$ cat src/verilog/rv_exec_pkg.sv
`default_nettype none

package rv_exec_pkg;

    // --------------------
    // widths and sizes
    // --------------------

    localparam int xlen = 32;

    // RV32E has x0..x15
    localparam int reg_count = 16;

    // index fields keep the full 5-bit instruction encoding
    localparam int reg_idx_bits = 5;
    localparam int csr_addr_bits = 12;

    // sequential step, also the link offset for jal/jalr
    localparam logic [xlen-1:0] pc_step = 32'd4;

    // --------------------
    // decoded control encodings
    // --------------------

    // alu function, negate and arith are separate flags
    typedef enum logic [2:0] {
        op_add  = 3'd0,
        op_sll  = 3'd1,
        op_slt  = 3'd2,
        op_sltu = 3'd3,
        op_xor  = 3'd4,
        op_sr   = 3'd5,
        op_or   = 3'd6,
        op_and  = 3'd7
    } alu_op_t;

    // alu operand pair
    typedef enum logic [1:0] {
        src_imm     = 2'd0,
        src_pc_imm  = 2'd1,
        src_rs1_rs2 = 2'd2,
        src_rs1_imm = 2'd3
    } src_sel_t;

    // how the next pc is formed
    typedef enum logic [1:0] {
        tgt_branch  = 2'd0,
        tgt_seq     = 2'd1,
        tgt_pc_imm  = 2'd2,
        tgt_rs1_imm = 2'd3
    } target_t;

    // memory access width, none means no access
    typedef enum logic [1:0] {
        size_none = 2'd0,
        size_byte = 2'd1,
        size_half = 2'd2,
        size_word = 2'd3
    } mem_size_t;

endpackage

`default_nettype wire

$ cat src/verilog/alu.sv
`default_nettype none

module alu (
    input  logic [rv_exec_pkg::xlen-1:0] a,
    input  logic [rv_exec_pkg::xlen-1:0] b,
    input  rv_exec_pkg::alu_op_t         op,
    input  logic                         negate,
    input  logic                         arith,
    input  logic                         seq_pc,
    output logic [rv_exec_pkg::xlen-1:0] result
);
    import rv_exec_pkg::*;

    logic [4:0]      shamt;
    logic [xlen-1:0] b_eff;
    logic [xlen-1:0] sum;
    logic            lt_signed;
    logic            lt_unsigned;
    logic [xlen-1:0] shift_right;

    assign shamt = b[4:0];

    // --------------------
    // adder and compares
    // --------------------

    // one adder for both add and subtract
    assign b_eff = b ^ {xlen{negate}};
    assign sum = a + b_eff + {{(xlen-1){1'b0}}, negate};

    assign lt_signed = $signed(a) < $signed(b);
    assign lt_unsigned = a < b;

    // arithmetic or logical right shift
    assign shift_right = arith ? xlen'($signed(a) >>> shamt) : (a >> shamt);

    // --------------------
    // result select
    // --------------------

    always_comb begin
        if (seq_pc) begin
            // link address, the op field is ignored
            result = a + pc_step;
        end else begin
            case (op)
                op_add:  result = sum;
                op_sll:  result = a << shamt;
                // negate flips the compare so bge/bgeu reuse it
                op_slt:  result = {{(xlen-1){1'b0}}, lt_signed ^ negate};
                op_sltu: result = {{(xlen-1){1'b0}}, lt_unsigned ^ negate};
                op_xor:  result = a ^ b;
                op_sr:   result = shift_right;
                op_or:   result = a | b;
                op_and:  result = a & b;
                default: result = sum;
            endcase
        end
    end

endmodule

`default_nettype wire

$ cat src/verilog/load_scoreboard.sv
`default_nettype none

module load_scoreboard (
    input  logic                                 clock,
    input  logic                                 reset,
    input  logic                                 issue_load,
    input  logic [rv_exec_pkg::reg_idx_bits-1:0] issue_idx,
    input  logic [rv_exec_pkg::reg_idx_bits-1:0] check_rd,
    input  logic [rv_exec_pkg::reg_idx_bits-1:0] check_rs1,
    input  logic [rv_exec_pkg::reg_idx_bits-1:0] check_rs2,
    input  logic                                 load_finish,
    input  logic [rv_exec_pkg::reg_idx_bits-1:0] finish_idx,
    output logic                                 hazard
);
    import rv_exec_pkg::*;

    // low bits only, RV32E has 16 registers
    localparam int sel_bits = $clog2(reg_count);

    logic [reg_count-1:0] pending;
    logic [reg_count-1:0] pending_next;

    always_comb begin
        pending_next = pending;
        if (load_finish)
            pending_next[finish_idx[sel_bits-1:0]] = 1'b0;
        // issue wins on the same register
        if (issue_load)
            pending_next[issue_idx[sel_bits-1:0]] = 1'b1;
    end

    always_ff @(posedge clock) begin
        if (reset)
            pending <= '0;
        else
            pending <= pending_next;
    end

    assign hazard = pending[check_rd[sel_bits-1:0]]
                  | pending[check_rs1[sel_bits-1:0]]
                  | pending[check_rs2[sel_bits-1:0]];

endmodule

`default_nettype wire

$ cat src/verilog/execute_unit.sv
`default_nettype none

module execute_unit (
    input  logic                                  clock,
    input  logic                                  reset,

    // upstream handshake and decoded fields
    input  logic                                  exe_valid,
    output logic                                  exe_ready,
    input  rv_exec_pkg::alu_op_t                  alu_op,
    input  logic                                  negate,
    input  logic                                  arith,
    input  rv_exec_pkg::src_sel_t                 src_sel,
    input  rv_exec_pkg::target_t                  target,
    input  logic                                  csr_read,
    input  logic                                  csr_write,
    input  logic                                  trap_return,
    input  rv_exec_pkg::mem_size_t                mem_size,
    input  logic                                  mem_store,
    input  logic                                  mem_signed,
    input  logic                                  rd_write,
    input  logic [rv_exec_pkg::reg_idx_bits-1:0]  rd_idx,
    input  logic [rv_exec_pkg::csr_addr_bits-1:0] csr_addr,
    input  logic [rv_exec_pkg::xlen-1:0]          pc,
    input  logic [rv_exec_pkg::xlen-1:0]          imm,
    input  logic [rv_exec_pkg::xlen-1:0]          csr_value,
    input  logic [rv_exec_pkg::xlen-1:0]          rs1,
    input  logic [rv_exec_pkg::xlen-1:0]          rs2,

    // downstream handshake and result fields
    output logic                                  out_valid,
    input  logic                                  out_ready,
    output logic                                  mem_en,
    output logic                                  mem_write,
    output logic [rv_exec_pkg::xlen-1:0]          mem_addr,
    output logic [rv_exec_pkg::xlen-1:0]          mem_wdata,
    output rv_exec_pkg::mem_size_t                mem_size_out,
    output logic                                  mem_signed_out,
    output logic [rv_exec_pkg::reg_idx_bits-1:0]  rd_idx_out,
    output logic [rv_exec_pkg::xlen-1:0]          rd_data,
    output logic                                  rd_write_out,
    output logic [rv_exec_pkg::csr_addr_bits-1:0] csr_addr_out,
    output logic [rv_exec_pkg::xlen-1:0]          csr_data,
    output logic                                  csr_write_out,
    output logic [rv_exec_pkg::xlen-1:0]          pc_out,

    // jump strobe toward fetch
    output logic                                  jump_valid,
    output logic [rv_exec_pkg::xlen-1:0]          jump_pc,

    // alu side
    output logic [rv_exec_pkg::xlen-1:0]          alu_a,
    output logic [rv_exec_pkg::xlen-1:0]          alu_b,
    output rv_exec_pkg::alu_op_t                  alu_fn,
    output logic                                  alu_negate,
    output logic                                  alu_arith,
    output logic                                  alu_seq_pc,
    input  logic [rv_exec_pkg::xlen-1:0]          alu_result,

    // scoreboard side
    input  logic                                  hazard,
    output logic                                  issue_load
);
    import rv_exec_pkg::*;

    logic accept;
    logic is_load;
    logic is_link;
    logic [xlen-1:0] tgt_a_next;
    logic [xlen-1:0] tgt_b_next;

    // registered payload
    logic [xlen-1:0]          alu_q;
    logic [xlen-1:0]          csr_old_q;
    logic [xlen-1:0]          wdata_q;
    logic [xlen-1:0]          pc_q;
    logic [xlen-1:0]          tgt_a_q;
    logic [xlen-1:0]          tgt_b_q;
    logic [reg_idx_bits-1:0]  rd_idx_q;
    logic [csr_addr_bits-1:0] csr_addr_q;
    mem_size_t                mem_size_q;
    logic                     mem_store_q;
    logic                     mem_signed_q;
    logic                     rd_write_q;
    logic                     csr_read_q;
    logic                     csr_write_q;

    // --------------------
    // handshake
    // --------------------

    // single-entry output, so no accept while it is full
    assign exe_ready = ~out_valid & ~hazard;
    assign accept = exe_valid & exe_ready;

    assign is_load = (mem_size != size_none) & ~mem_store;
    assign issue_load = accept & is_load;
    assign is_link = (target == tgt_pc_imm) | (target == tgt_rs1_imm);

    always_ff @(posedge clock) begin
        if (reset)
            out_valid <= 1'b0;
        else if (accept)
            out_valid <= 1'b1;
        else if (out_ready)
            out_valid <= 1'b0;
    end

    // one-cycle strobe, branches pulse even when not taken
    always_ff @(posedge clock) begin
        if (reset)
            jump_valid <= 1'b0;
        else
            jump_valid <= accept & (target != tgt_seq);
    end

    // --------------------
    // operands
    // --------------------

    assign alu_fn = alu_op;
    assign alu_negate = negate;
    assign alu_arith = arith;
    assign alu_seq_pc = is_link;

    always_comb begin
        case (src_sel)
            src_imm: begin
                alu_a = imm;
                alu_b = '0;
            end
            src_pc_imm: begin
                alu_a = pc;
                alu_b = imm;
            end
            src_rs1_rs2: begin
                alu_a = rs1;
                alu_b = csr_read ? csr_value : rs2;
            end
            default: begin
                alu_a = rs1;
                alu_b = imm;
            end
        endcase
        // jal/jalr write pc + 4 to rd
        if (is_link)
            alu_a = pc;
    end

    // target adder inputs, the add itself sits after the register
    always_comb begin
        case (target)
            tgt_branch: begin
                if (trap_return) begin
                    tgt_a_next = csr_value;
                    tgt_b_next = '0;
                end else begin
                    tgt_a_next = pc;
                    tgt_b_next = alu_result[0] ? imm : pc_step;
                end
            end
            tgt_seq: begin
                tgt_a_next = pc;
                tgt_b_next = pc_step;
            end
            tgt_pc_imm: begin
                tgt_a_next = pc;
                tgt_b_next = imm;
            end
            default: begin
                tgt_a_next = rs1;
                tgt_b_next = imm;
            end
        endcase
    end

    // --------------------
    // result register
    // --------------------

    always_ff @(posedge clock) begin
        if (accept) begin
            alu_q        <= alu_result;
            csr_old_q    <= csr_value;
            wdata_q      <= rs2;
            pc_q         <= pc;
            tgt_a_q      <= tgt_a_next;
            tgt_b_q      <= tgt_b_next;
            rd_idx_q     <= rd_idx;
            csr_addr_q   <= csr_addr;
            mem_size_q   <= mem_size;
            mem_store_q  <= mem_store;
            mem_signed_q <= mem_signed;
            rd_write_q   <= rd_write;
            csr_read_q   <= csr_read;
            csr_write_q  <= csr_write;
        end
    end

    assign jump_pc = tgt_a_q + tgt_b_q;

    // alu result doubles as address and new csr value
    assign mem_en         = mem_size_q != size_none;
    assign mem_write      = mem_en & mem_store_q;
    assign mem_addr       = alu_q;
    assign mem_wdata      = wdata_q;
    assign mem_size_out   = mem_size_q;
    assign mem_signed_out = mem_signed_q;

    // csr swap returns the old value to rd
    assign rd_idx_out    = rd_idx_q;
    assign rd_data       = csr_read_q ? csr_old_q : alu_q;
    assign rd_write_out  = rd_write_q;
    assign csr_addr_out  = csr_addr_q;
    assign csr_data      = alu_q;
    assign csr_write_out = csr_write_q;
    assign pc_out        = pc_q;

endmodule

`default_nettype wire

$ cat src/verilog/exec_top.sv
`default_nettype none

module exec_top (
    input  logic                                  clock,
    input  logic                                  reset,
    input  logic                                  exe_valid,
    output logic                                  exe_ready,
    input  rv_exec_pkg::alu_op_t                  alu_op,
    input  logic                                  negate,
    input  logic                                  arith,
    input  rv_exec_pkg::src_sel_t                 src_sel,
    input  rv_exec_pkg::target_t                  target,
    input  logic                                  csr_read,
    input  logic                                  csr_write,
    input  logic                                  trap_return,
    input  rv_exec_pkg::mem_size_t                mem_size,
    input  logic                                  mem_store,
    input  logic                                  mem_signed,
    input  logic                                  rd_write,
    input  logic [rv_exec_pkg::reg_idx_bits-1:0]  rd_idx,
    input  logic [rv_exec_pkg::reg_idx_bits-1:0]  rs1_idx,
    input  logic [rv_exec_pkg::reg_idx_bits-1:0]  rs2_idx,
    input  logic [rv_exec_pkg::csr_addr_bits-1:0] csr_addr,
    input  logic [rv_exec_pkg::xlen-1:0]          pc,
    input  logic [rv_exec_pkg::xlen-1:0]          imm,
    input  logic [rv_exec_pkg::xlen-1:0]          csr_value,
    input  logic [rv_exec_pkg::xlen-1:0]          rs1,
    input  logic [rv_exec_pkg::xlen-1:0]          rs2,
    output logic                                  out_valid,
    input  logic                                  out_ready,
    output logic                                  mem_en,
    output logic                                  mem_write,
    output logic [rv_exec_pkg::xlen-1:0]          mem_addr,
    output logic [rv_exec_pkg::xlen-1:0]          mem_wdata,
    output rv_exec_pkg::mem_size_t                mem_size_out,
    output logic                                  mem_signed_out,
    output logic [rv_exec_pkg::reg_idx_bits-1:0]  rd_idx_out,
    output logic [rv_exec_pkg::xlen-1:0]          rd_data,
    output logic                                  rd_write_out,
    output logic [rv_exec_pkg::csr_addr_bits-1:0] csr_addr_out,
    output logic [rv_exec_pkg::xlen-1:0]          csr_data,
    output logic                                  csr_write_out,
    output logic [rv_exec_pkg::xlen-1:0]          pc_out,
    output logic                                  jump_valid,
    output logic [rv_exec_pkg::xlen-1:0]          jump_pc,
    input  logic                                  load_finish,
    input  logic [rv_exec_pkg::reg_idx_bits-1:0]  finish_idx
);
    import rv_exec_pkg::*;

    // --------------------
    // internal nets
    // --------------------

    logic [xlen-1:0] alu_a;
    logic [xlen-1:0] alu_b;
    logic [xlen-1:0] alu_result;
    alu_op_t         alu_fn;
    logic            alu_negate;
    logic            alu_arith;
    logic            alu_seq_pc;
    logic            hazard;
    logic            issue_load;

    // port names match the top, so connect by name
    execute_unit u_execute_unit (.*);

    alu u_alu (
        .a      (alu_a),
        .b      (alu_b),
        .op     (alu_fn),
        .negate (alu_negate),
        .arith  (alu_arith),
        .seq_pc (alu_seq_pc),
        .result (alu_result)
    );

    // loads lock their rd until writeback reports them done
    load_scoreboard u_load_scoreboard (
        .clock       (clock),
        .reset       (reset),
        .issue_load  (issue_load),
        .issue_idx   (rd_idx),
        .check_rd    (rd_idx),
        .check_rs1   (rs1_idx),
        .check_rs2   (rs2_idx),
        .load_finish (load_finish),
        .finish_idx  (finish_idx),
        .hazard      (hazard)
    );

endmodule

`default_nettype wire

$ cat config.mk
export PLATFORM = sky130hd
export DESIGN_NAME = exec_top
export DESIGN_NICKNAME = d
export VERILOG_FILES = /design/src/verilog/rv_exec_pkg.sv /design/src/verilog/alu.sv /design/src/verilog/load_scoreboard.sv /design/src/verilog/execute_unit.sv /design/src/verilog/exec_top.sv
export SDC_FILE = /design/constraint.sdc
export NUM_CORES = 1
export LEC_CHECK = 0
export BUFFER_PORTS_ARGS = -buffer_cell sky130_fd_sc_hd__buf_2
export CELL_PAD_IN_SITES_DETAIL_PLACEMENT = 1
export CELL_PAD_IN_SITES_GLOBAL_PLACEMENT = 1
export CORE_AREA = 2 2 235 237
export DETAILED_ROUTE_END_ITERATION = 8
export DIE_AREA = 0 0 237 239
export PLACE_DENSITY_LB_ADDON = 0.1
export SLEW_MARGIN = 10
export SYNTH_ARGS = -nofsm -noshare
export SYNTH_HDL_FRONTEND = slang
export SYNTH_SLANG_ARGS = --single-unit
export TNS_END_PERCENT = 100
$ cat constraint.sdc
create_clock -name clock -period 9.2 [get_ports clock]
set_clock_uncertainty 0.15 [all_clocks]
set_input_delay 0.46 -clock clock [delete_from_list [all_inputs] [get_ports clock]]
set_output_delay 0.46 -clock clock [all_outputs]
set_load 0.02 [all_outputs]
After elaboration in Yosys (flattened, before gate mapping). Cells that the tools add are included.

Register bits after elaboration: 234. Input port bits: 214. Word-level logic and storage cells: 102.

Add/sub/neg operators: 4. Magnitude comparators: 8. Equal/unequal tests: 13. Shifts and indexed selects: 3. Multiplexer cells: 27. Bitwise gates (word level): 21. Reductions and logical operators: 9.

Operators by type and width (number): $mux W32 (8); $pmux W32 S2 (4); $pmux W32 S8 (1); $add A32 B32 Y32 (2); $lt A32 B32 Y1 (2); $xor A32 B32 Y32 (2); $add A32 B1 Y32 (1); $add A32 B3 Y32 const B (1); $and A32 B32 Y32 (1); $mux W16 (2); $or A32 B32 Y32 (1); $shl A32 B5 Y32 (1); $shr A32 B5 Y32 (1); $sshr A32 B5 Y32 (1); $lt A4 B5 Y1 const B (4); $and A16 B16 Y16 (1); $not A16 Y16 (1); $or A16 B16 Y16 (1); $bmux W1 S4 (3); $eq A3 B3 Y1 const B (4); $demux W1 S4 (2); $ge A4 B1 Y1 const B (2); $mux W1 (7); $and A1 B1 Y1 (6); 13 further kinds (26).

Depth between registers and ports, before layout. Gate-level depths: netlist of run 1.

Depth in word-level cells: 10. Depth in mapped cells: 20. Mapped depth without buffers: 17.

Cells and area by module. Synthesis of run 1 repeated with hierarchy kept, for this count alone.

Cells, all modules: 2338. Area total of the unflattened synthesis: 21803.4 um^2.

By module, submodules not included: execute_unit (times used 1, cells an instance 949, area an instance 11404.7 um^2, sequential area each 6526.3 um^2); alu (times used 1, cells an instance 1270, area an instance 9320.2 um^2, sequential area each 0.0 um^2); load_scoreboard (times used 1, cells an instance 119, area an instance 1078.5 um^2, sequential area each 320.3 um^2).

Worst setup path after synthesis of run 1. Ideal clock, no wire load.

Kind: in2reg. Start: input rd_idx[0] (netlist bit). End: register u_execute_unit.csr_addr_q[0], in the netlist u_execute_unit.csr_addr_out[0], enable pin. Setup time: 567 ps. Arrival time: 6551 ps. Data required time: 8483 ps. Slack: 1933 ps. Stages on the path: 6. Buffers on the path: 1. Cells stage by stage: buf_2 > mux4_2 > mux4_2 > nor4_2 > nand2_1 > inv_1.

Word-level cells in the longest chain between the ends: 7.

Ends and longest elaborated chain: start: declaration (RTL line exec_top.sv:20) `input logic [rv_exec_pkg::reg_idx_bits-1:0] rd_idx,`; $bmux W1 S4 (RTL line load_scoreboard.sv:39) `assign hazard = pending[check_rd[sel_bits-1:0]]`; $mux W1 (implied by the code) (RTL line load_scoreboard.sv:39); $or A1 B1 Y1 (RTL line load_scoreboard.sv:40) `| pending[check_rs1[sel_bits-1:0]]`; $or A1 B1 Y1 (RTL line load_scoreboard.sv:41) `| pending[check_rs2[sel_bits-1:0]];`; $not A1 Y1 (RTL line execute_unit.sv:93) `assign exe_ready = ~out_valid & ~hazard;`; $and A1 B1 Y1 (RTL line execute_unit.sv:93); net exe_ready (RTL line exec_top.sv:7) `output logic exe_ready,`; $and A1 B1 Y1 (RTL line execute_unit.sv:94) `assign accept = exe_valid & exe_ready;`; net u_execute_unit.accept (RTL line execute_unit.sv:66) `logic accept;`; end signal: assignment (RTL line execute_unit.sv:190) `csr_addr_q <= csr_addr;`; end: declaration (RTL line execute_unit.sv:80) `logic [csr_addr_bits-1:0] csr_addr_q;`.

The timed path passes the listed nets, and every way through them passes these cells. The select of a mux whose other input is x is not followed. A chain may end at the register's enable or synchronous reset.

Worst setup path in the final report of run 1.
Start: input target[1]. End: register u_execute_unit.tgt_b_q[11] (data pin).

Word-level cells in the longest chain between the ends: 10. Elaborated cells on any way between the ends: 25. Those cells by class: add/sub: 3; order compare: 2; eq/ne: 3; shift: 3; mux: 7; bitwise: 6; reduce/logical: 1.

Ends and longest elaborated chain: start: declaration (RTL line exec_top.sv:12) `input rv_exec_pkg::target_t target,`; $eq A2 B2 Y1 (RTL line execute_unit.sv:98) `assign is_link = (target == tgt_pc_imm) | (target == tgt_rs1_imm);`; $or A1 B1 Y1 (RTL line execute_unit.sv:98); $mux W32 (RTL line execute_unit.sv:146) `if (is_link)`; $add A32 B32 Y32 (tied with other cells) (RTL line alu.sv:29) `assign sum = a + b_eff + {{(xlen-1){1'b0}}, negate};`; $add A32 B1 Y32 (tied with other cells) (RTL line alu.sv:29); $pmux W32 S8 (RTL line alu.sv:46) `case (op)`; $mux W32 (RTL line alu.sv:42) `if (seq_pc) begin`; $mux W32 (RTL line execute_unit.sv:159) `tgt_b_next = alu_result[0] ? imm : pc_step;`; $mux W32 (RTL line execute_unit.sv:154) `if (trap_return) begin`; $pmux W32 S2 (*) (RTL line execute_unit.sv:152) `case (target)`; net u_execute_unit.tgt_b_next[11] (RTL line execute_unit.sv:70) `logic [xlen-1:0] tgt_b_next;`; end signal: assignment (RTL line execute_unit.sv:188) `tgt_b_q <= tgt_b_next;`; end: declaration (RTL line execute_unit.sv:78) `logic [xlen-1:0] tgt_b_q;`.

Mark *: on every way through the listed nets, which the timed path passes. The rest lies on a longest branch.

==> summary.md, run 1 <==
| Metric | Value |
|---|---|
| Fin util | 49.80% |
| Post-synthesis register bit count | 234 |
| Layout cells sized above 1 | 22.16% |
| TritonCTS clock tree | yes |
| Design area | 27060 um^2 |
| Min-Delay Startpoint | csr_value[0] |
| IO Pins | 433 |
| Worst Path Max Fanout | 67 |
| Syn Nets | 3019 |
| Total CTS buffers | 28 |
| DR vias | 23912 |
| Met2 usage | 60.39% |
| Maxcap violations | 0 |
| Pin count of the biggest net entering global routing | 80 |
| Fin. Hold Viols | 0 |
| Final Cycle Share | 68.44% |
| Pwr Density | 166.2 nW/um^2 |
| Slew of the pin with the lowest slew margin | 1.243 ns |
| Post-CTS Setup Bufs | 0 |
| Antenna viol nets, final | 0 |
| R2r startpoint | u_load_scoreboard.pending[8]$_SDFF_PP0_ |
| Comb pwr share | 44.9% |
| Post_cts resized | 0 |
| Core area | 54340 um^2 |
| Drt pass-1 iters | 5 |
| Min-Delay Path Class | in -> reg |
| CP Data Required Time | 9.33 ns |
| Die H | 239 um |
| Via/cell ratio | 6.409 |
| P&R area growth vs syn | 17.18% |
| H-tree levels | 1 |
| NetSw | 1.890 mW |
| Slew headroom | 16.27% |
| Port bufs | 429 |
| Flop pwr share | 29.3% |
| Met3 Usage GRT | 6.952% |
| Final GP Congestion | 0.9989 |
| Critical Setup Path Class | in -> reg |
| CP Capture Type | flip-flop |
| P_int | 2.609 mW |
| Worst skew pair latency | 0.59 ns |
| Post-DP Area | 25420 um^2 |
| Peak supply drop | 0.1340 mV |
| Post-route minimum period | 6.297 ns |
| Max Slew Vio Count | 0 |
| Die W | 237 um |
| Mapped Cells | 2640 |
| Critical Path Source Type | primary input |
| DPL Wire Length | 85380 um |
| Final setup viols | 0 |
| Overflow after GRT | 0 |
| Yosys warning count | 0 |
| Total power | 4.498 mW |
| Setup TNS | 0 ns |
| Post-synth EDFFs | 216 |
| DRC | 0 |
| First-iteration detailed-routing DRC count | 2497 |
| Global-route wire length before repair | 161900 um |
| Initial antenna violation count | 5 |
| Syn Area/Cell | 8.747 um^2 |
| Async SR Flop Fraction | 0% |
| RSZ-0062 raised after global routing | false |
| Final net count | 3384 |
| Status | finished clean |
| Synthesized cell area | 23090 um^2 |
| Crit path from | target[1] |
| # rows | 86 |
| Fillers | 6460 |
| Die Area | 56640 um^2 |
| Clock power share | 25.8% |
| Clock tree buffer depth | 3 |
| Routed wire length | 112500 um |
| Vias in the first global route | 23959 |
| Clock sinks | 234 |
| Unique masters post-synth | 102 |
| Met1 global-route usage | 52.36% |
| Hold buffers post-CTS | 71 |
| Initial Util | 42.49% |
| DR WL/cell | 30.15 um |
| Top FF cell, synth | edfxtp_1 |
| Sequential area share after synthesis | 29.65% |
| Max Clk Rate | 158.8 MHz |
| Crit path DAT | 6.42 ns |
| Clk root buf | clkbuf_16 |
| LEAKAGE | 11.19 nW |
| Reg clk slew, reported paths | 0.07 ns |
| GRT busiest layer | met2 |
| Sw frac | 42.01% |
| Global Route Usage Sum | 38.22% |
area by class of cell:
class / count / area, um^2 / area share, %
multi-input cells: 2056 / 14660 / 54.17
flip-flops and latches: 234 / 6847 / 25.30
repair buffers: 550 / 3236 / 11.96
well taps: 704 / 880.8 / 3.255
clock buffers: 35 / 726.9 / 2.687
inverters: 135 / 518.0 / 1.914
clock inverters: 14 / 185.2 / 0.6844
diodes: 3 / 7.507 / 0.02774
layer usage:
| layer | vias up | wire length (um) | part of all wire, % |
|---|---|---|---|
| met5 | - | 10 | 0.0089 |
| li1 | 10547 | - | - |
| met3 | 208 | 10040 | 8.9 |
| met4 | 2 | 4283 | 3.8 |
| met2 | 1255 | 50490 | 45 |
| met1 | 11900 | 47680 | 42 |
synthesized netlist by cell type, types with 13 or more instances:
master | n | share of area [%]
o21ai_0 | 213 | 4.6
nor2_1 | 155 | 2.5
or3_1 | 22 | 0.60
a21oi_1 | 177 | 3.8
xor2_1 | 49 | 1.9
edfxtp_1 | 216 | 28
nor3_1 | 73 | 1.6
a21o_1 | 30 | 0.98
xnor2_1 | 57 | 2.2
nor2b_1 | 45 | 1.2
a221o_1 | 13 | 0.56
nand2_1 | 260 | 4.2
a221oi_1 | 21 | 0.80
inv_1 | 128 | 2.1
nor4_1 | 14 | 0.38
nand2b_1 | 28 | 0.76
o22ai_1 | 18 | 0.49
o31ai_1 | 14 | 0.46
buf_4 | 48 | 1.6
o221ai_1 | 20 | 0.76
o21a_1 | 38 | 1.2
mux2_2 | 52 | 2.5
o32ai_2 | 27 | 1.9
a31oi_1 | 26 | 0.70
buf_2 | 36 | 0.78
ha_1 | 163 | 8.8
buf_1 | 23 | 0.37
o21ai_1 | 19 | 0.41
a211oi_1 | 32 | 1.0
clkbuf_1 | 97 | 1.6
mux4_2 | 19 | 1.9
nand3_1 | 70 | 1.5
o211ai_1 | 29 | 0.94
a22oi_1 | 44 | 1.4
dfxtp_1 | 18 | 1.6
nand4_1 | 19 | 0.51
mux2i_1 | 133 | 5.8
layout by cell type (no fill, tap or decap), drive strengths merged, types with 13 or more instances in the layout:
cell           n
nor2b         45
mux4          19
buf          478
a21oi        181
nand2b        29
o21ai        236
a22oi         44
nand4         20
o31ai         14
o32ai         33
xnor2         57
nand3         70
a21o          30
or3           22
o211ai        29
dfxtp         18
nand2        260
o22ai         18
edfxtp       216
mux2          52
clkbuf        35
nor3          77
o221ai        20
nor2         159
nor4          17
dlygate4sd3   72
mux2i        134
ha           163
o21a          38
a221o         13
xor2          49
a31oi         26
inv          133
a221oi        25
a211oi        34
state kept, by name, indices dropped and copies added, names as in the netlist:
name	count
u_execute_unit.csr_data	32
u_execute_unit.csr_old_q	32
u_execute_unit.mem_wdata	32
u_execute_unit.pc_out	32
u_execute_unit.tgt_a_q	32
u_execute_unit.tgt_b_q	32
u_load_scoreboard.pending	16
u_execute_unit.csr_addr_out	12
u_execute_unit.rd_idx_out	5
u_execute_unit.mem_size_out	2
u_execute_unit.csr_read_q	1
u_execute_unit.csr_write_out	1
u_execute_unit.jump_valid	1
u_execute_unit.mem_signed_out	1
u_execute_unit.mem_store_q	1
u_execute_unit.out_valid	1
u_execute_unit.rd_write_out	1
critical path, stage by stage:
cell and delay [ns]:
buf_2 0.13, ha_2 0.17, buf_4 0.30, or2_2 0.39, buf_4 0.25, nor2_2 0.75, o21a_1 0.51, ha_1 0.35
nor4_1 0.89, nand3_1 0.47, a21o_1 0.28, a41o_1 0.17, o31ai_1 0.24, buf_4 0.23, o211a_4 0.56, o32ai_1 0.21
logic make-up (layout without fill, tap and decap cells):
kind of cell / after synthesis / after routing / share of synthesized area [%]
multiplexers: 205 / 205 / 10.21
other: 0 / 3 / 0
flip-flops: 234 / 234 / 29.65
XOR/XNOR: 106 / 106 / 4.021
buffers and inverters: 350 / 734 / 7.006
AO/OA/AOI/OAI: 828 / 828 / 24.55
adder cells (fa/ha/maj): 165 / 165 / 9.006
AND/OR/NAND/NOR: 752 / 752 / 15.56
path summary, 6_finish.rpt:
path | to | cells after the start | slack (ns)
hold / removal | u_execute_unit.csr_old_q[0]$_DFFE_PP_ | 1 | 0.008
hold reg to reg | u_execute_unit.out_valid$_SDFFE_PP0P_ | 2 | 0.37
setup reg to reg | u_execute_unit.tgt_b_q[7]$_DFFE_PP_ | 6 | 5.28
setup / recovery | u_execute_unit.tgt_b_q[11]$_DFFE_PP_ | 16 | 2.90
power by group through the flow:
| stage | registers [mW] | logic [mW] | clock network, mW |
|---|---|---|---|
| 2_1_floorplan | 1.39 | 1.22 | 0 |
| 3_3_place_gp | 1.33 | 1.89 | 0 |
| 3_5_place_dp | 1.34 | 1.93 | 0 |
| 4_1_cts | 1.32 | 1.97 | 1.16 |
| 5_1_grt | 1.32 | 2.13 | 1.20 |
| 6_report | 1.32 | 2.02 | 1.16 |
stage by stage:
stage | cells | setup slack [ns] | hold WS (ns)
after floorplan | 2640 | 1.933 | 0.3200
after global placement | 3607 | 2.692 | 0.3368
after detailed placement | 3607 | 2.554 | 0.3534
after CTS | 3727 | 3.111 | 0.0002769
after global routing | 3730 | 2.811 | 0.002055
final | 3731 | 2.903 | 0.007800
No activity file was read; power rests on OpenSTA's default activity.
==> run 2, diff against run 1 <==
Clock period 9.2 ns to 6.2 ns, I/O delays scaled along.
==> run 2 against run 1 <==
Effect of this change:
- critical path depth rose by 3
- sequential power rose by 48%
- worst setup slack got worse by 2.0 ns
- cell count rose by 4.0%
- clock-buffer cell count rose by 1
- sequential share of layout area fell by 1.2 points
- non-clock buffer count rose by 144
- via count rose by 3.8%
- global-route usage rose by 1.1 points
- first-iteration DRC count rose by 3.2%
- sequential cell count did not move
- final area rose by 5.2%
- critical endpoint is now u_execute_unit.tgt_b_q[6]$_DFFE_PP_
- largest cell class unchanged
- highest routed layer unchanged
==> summary.md, run 2 (same netlist as run 1, synthesis figures left out) <==
| Metric | Value |
|---|---|
| DRC | 0 |
| Total CTS buffers | 28 |
| Initial antenna violation count | 6 |
| Max Clk Rate | 188.1 MHz |
| Final net count | 3528 |
| First-iteration detailed-routing DRC count | 2576 |
| Design area | 28460 um^2 |
| Die Area | 56640 um^2 |
| H-tree levels | 1 |
| Crit path DAT | 5.43 ns |
| Multi-input gate area | 14660 um^2 |
| Vias in the first global route | 24777 |
| CP delay by family, top | compound AO/OA/AOI/OAI gates |
| Setup TNS | 0 ns |
| Pwr Density | 240.2 nW/um^2 |
| Core area | 54340 um^2 |
| Die H | 239 um |
| DR vias | 24821 |
| Worst skew pair latency | 0.59 ns |
| Most frequent cells in the layout | buf_2, nand2_1, edfxtp_1 |
| Antenna viol nets, final | 0 |
| CP max stage delay | 0.70 ns |
| LEAKAGE | 11.87 nW |
| Slew headroom | 15.73% |
| Critical Setup Path Class | in -> reg |
| Max Slew Vio Count | 0 |
| Critical Path Source Type | primary input |
| Crit-path slowest cell | o21ai_0 |
| Peak supply drop | 0.2254 mV |
| Fillers | 6505 |
| Initial Util | 42.49% |
| RSZ-0062 raised after global routing | false |
| Global Route Usage Sum | 39.34% |
| Global-route wire length before repair | 166200 um |
| CP Cell Sequence | buf_2 > buf_4 > nor2b_1 > nor2_2 > buf_4 > o21ai_0 > inv_1 > ha_1 > inv_1 > a21oi_1 > nand2_1 > or3_1 > o211ai_1 > a21oi_1 > o31ai_1 > buf_4 > o211a_4 > buf_12 > o32ai_2 |
| P&R area growth vs syn | 23.25% |
| Clk root buf | clkbuf_16 |
| Fin util | 52.37% |
| IO Pins | 433 |
| Post-DP Area | 25880 um^2 |
| Final setup viols | 0 |
| Reg clk slew, reported paths | 0.06 ns |
| TritonCTS clock tree | yes |
| Final GP Congestion | 1.033 |
| Post-route minimum period | 5.316 ns |
| CP Capture Type | flip-flop |
| Overflow after GRT | 0 |
| CP Data Required Time | 6.32 ns |
| Fin. Hold Viols | 0 |
| Clock sinks | 234 |
| Drt pass-1 iters | 5 |
| Setup WS post-layout | 0.8843 ns |
| Commonest non-fill, non-tap cell in the layout | buf_2 |
| Pre-CTS WS | 0.5337 ns |
| Buf/Inv on CP | 7 |
| Pin count of the biggest net entering global routing | 82 |
| Min-Delay Path Class | in -> reg |
| Slew of the pin with the lowest slew margin | 1.232 ns |
| Via/cell ratio | 6.397 |
| Post-CTS Setup Bufs | 0 |
| Port bufs | 429 |
| # rows | 86 |
| Die W | 237 um |
| Worst Path Max Fanout | 47 |
| Maxcap violations | 0 |
| Register area | 6847 um^2 |
| DPL Wire Length | 87150 um |
| Final Cycle Share | 85.74% |
| Clock tree buffer depth | 3 |
| Most Frequent Cell on Critical Path | buf_4 |
| Status | finished clean |
| DR WL/cell | 29.75 um |
| Layout cells sized above 1 | 23.05% |
| Routed wire length | 115400 um |
==> run 2: cell count changes in the layout (fill, tap and decap cells not counted), sizes merged, moves of 2 or more <==
cell	delta
dlygate4sd3	+90
inv	-2
diode	+2
clkinv	+4
buf	+54
==> run 2: repair_timing <==
action / 4_1_cts / 5_1_grt
hold buffers: 162 / 0
hold endpoints to repair: 175 / 0
resized for setup: 0 / 0
==> run 2: stage by stage <==
stage                     total power, mW  instances  hold slack (ns)
final                               6.836       3880          0.02395
after global routing                7.083       3877          0.02724
after CTS                           6.723       3875        0.0004632
after detailed placement            4.913       3661           0.3387
after global placement              4.844       3661           0.3372
after floorplan                     3.857       2640           0.2589
==> run 2: metal layers <==
layer	wire length (um)	track usage, %	vias up
li1	-	-	10822
met3	11200	6.016	238
met4	4664	15.69	4
met5	23	0	-
met1	47620	54.07	12361
met2	51930	62.09	1396
==> run 2: final cells by class <==
cell class	count	area share (%)
clock buffer	36	2.708
tap	704	3.095
antenna	5	0.04396
timing repair buffer	694	16.18
inverter	135	1.807
sequential	234	24.06
multi-input combinational	2056	51.50
clock inverter	16	0.6111
==> run 2: power by group <==
part / internal (mW) / switching, mW
registers: 1.89 / 0.0710
logic: 1.08 / 2.05
clock network: 1.00 / 0.741
total: 3.97 / 2.86
==> run 2: final timing paths <==
path	to	depth (start not counted)	slack (ns)	from
hold / removal	u_execute_unit.tgt_b_q[2]$_DFFE_PP_	3	0.02	imm[2]
hold reg to reg	u_load_scoreboard.pending[2]$_SDFF_PP0_	2	0.37	u_load_scoreboard.pending[2]$_SDFF_PP0_
setup / recovery	u_execute_unit.tgt_b_q[6]$_DFFE_PP_	19	0.88	src_sel[0]
setup reg to reg	u_execute_unit.csr_data[9]$_DFFE_PP_	6	2.35	u_load_scoreboard.pending[15]$_SDFF_PP0_
==> run 2: tightest hold or removal path: cells and delay by family <==
kind / cells / cell delay (ns)
compound gates: 2 / 0.17
buf+inv: 1 / 0.15
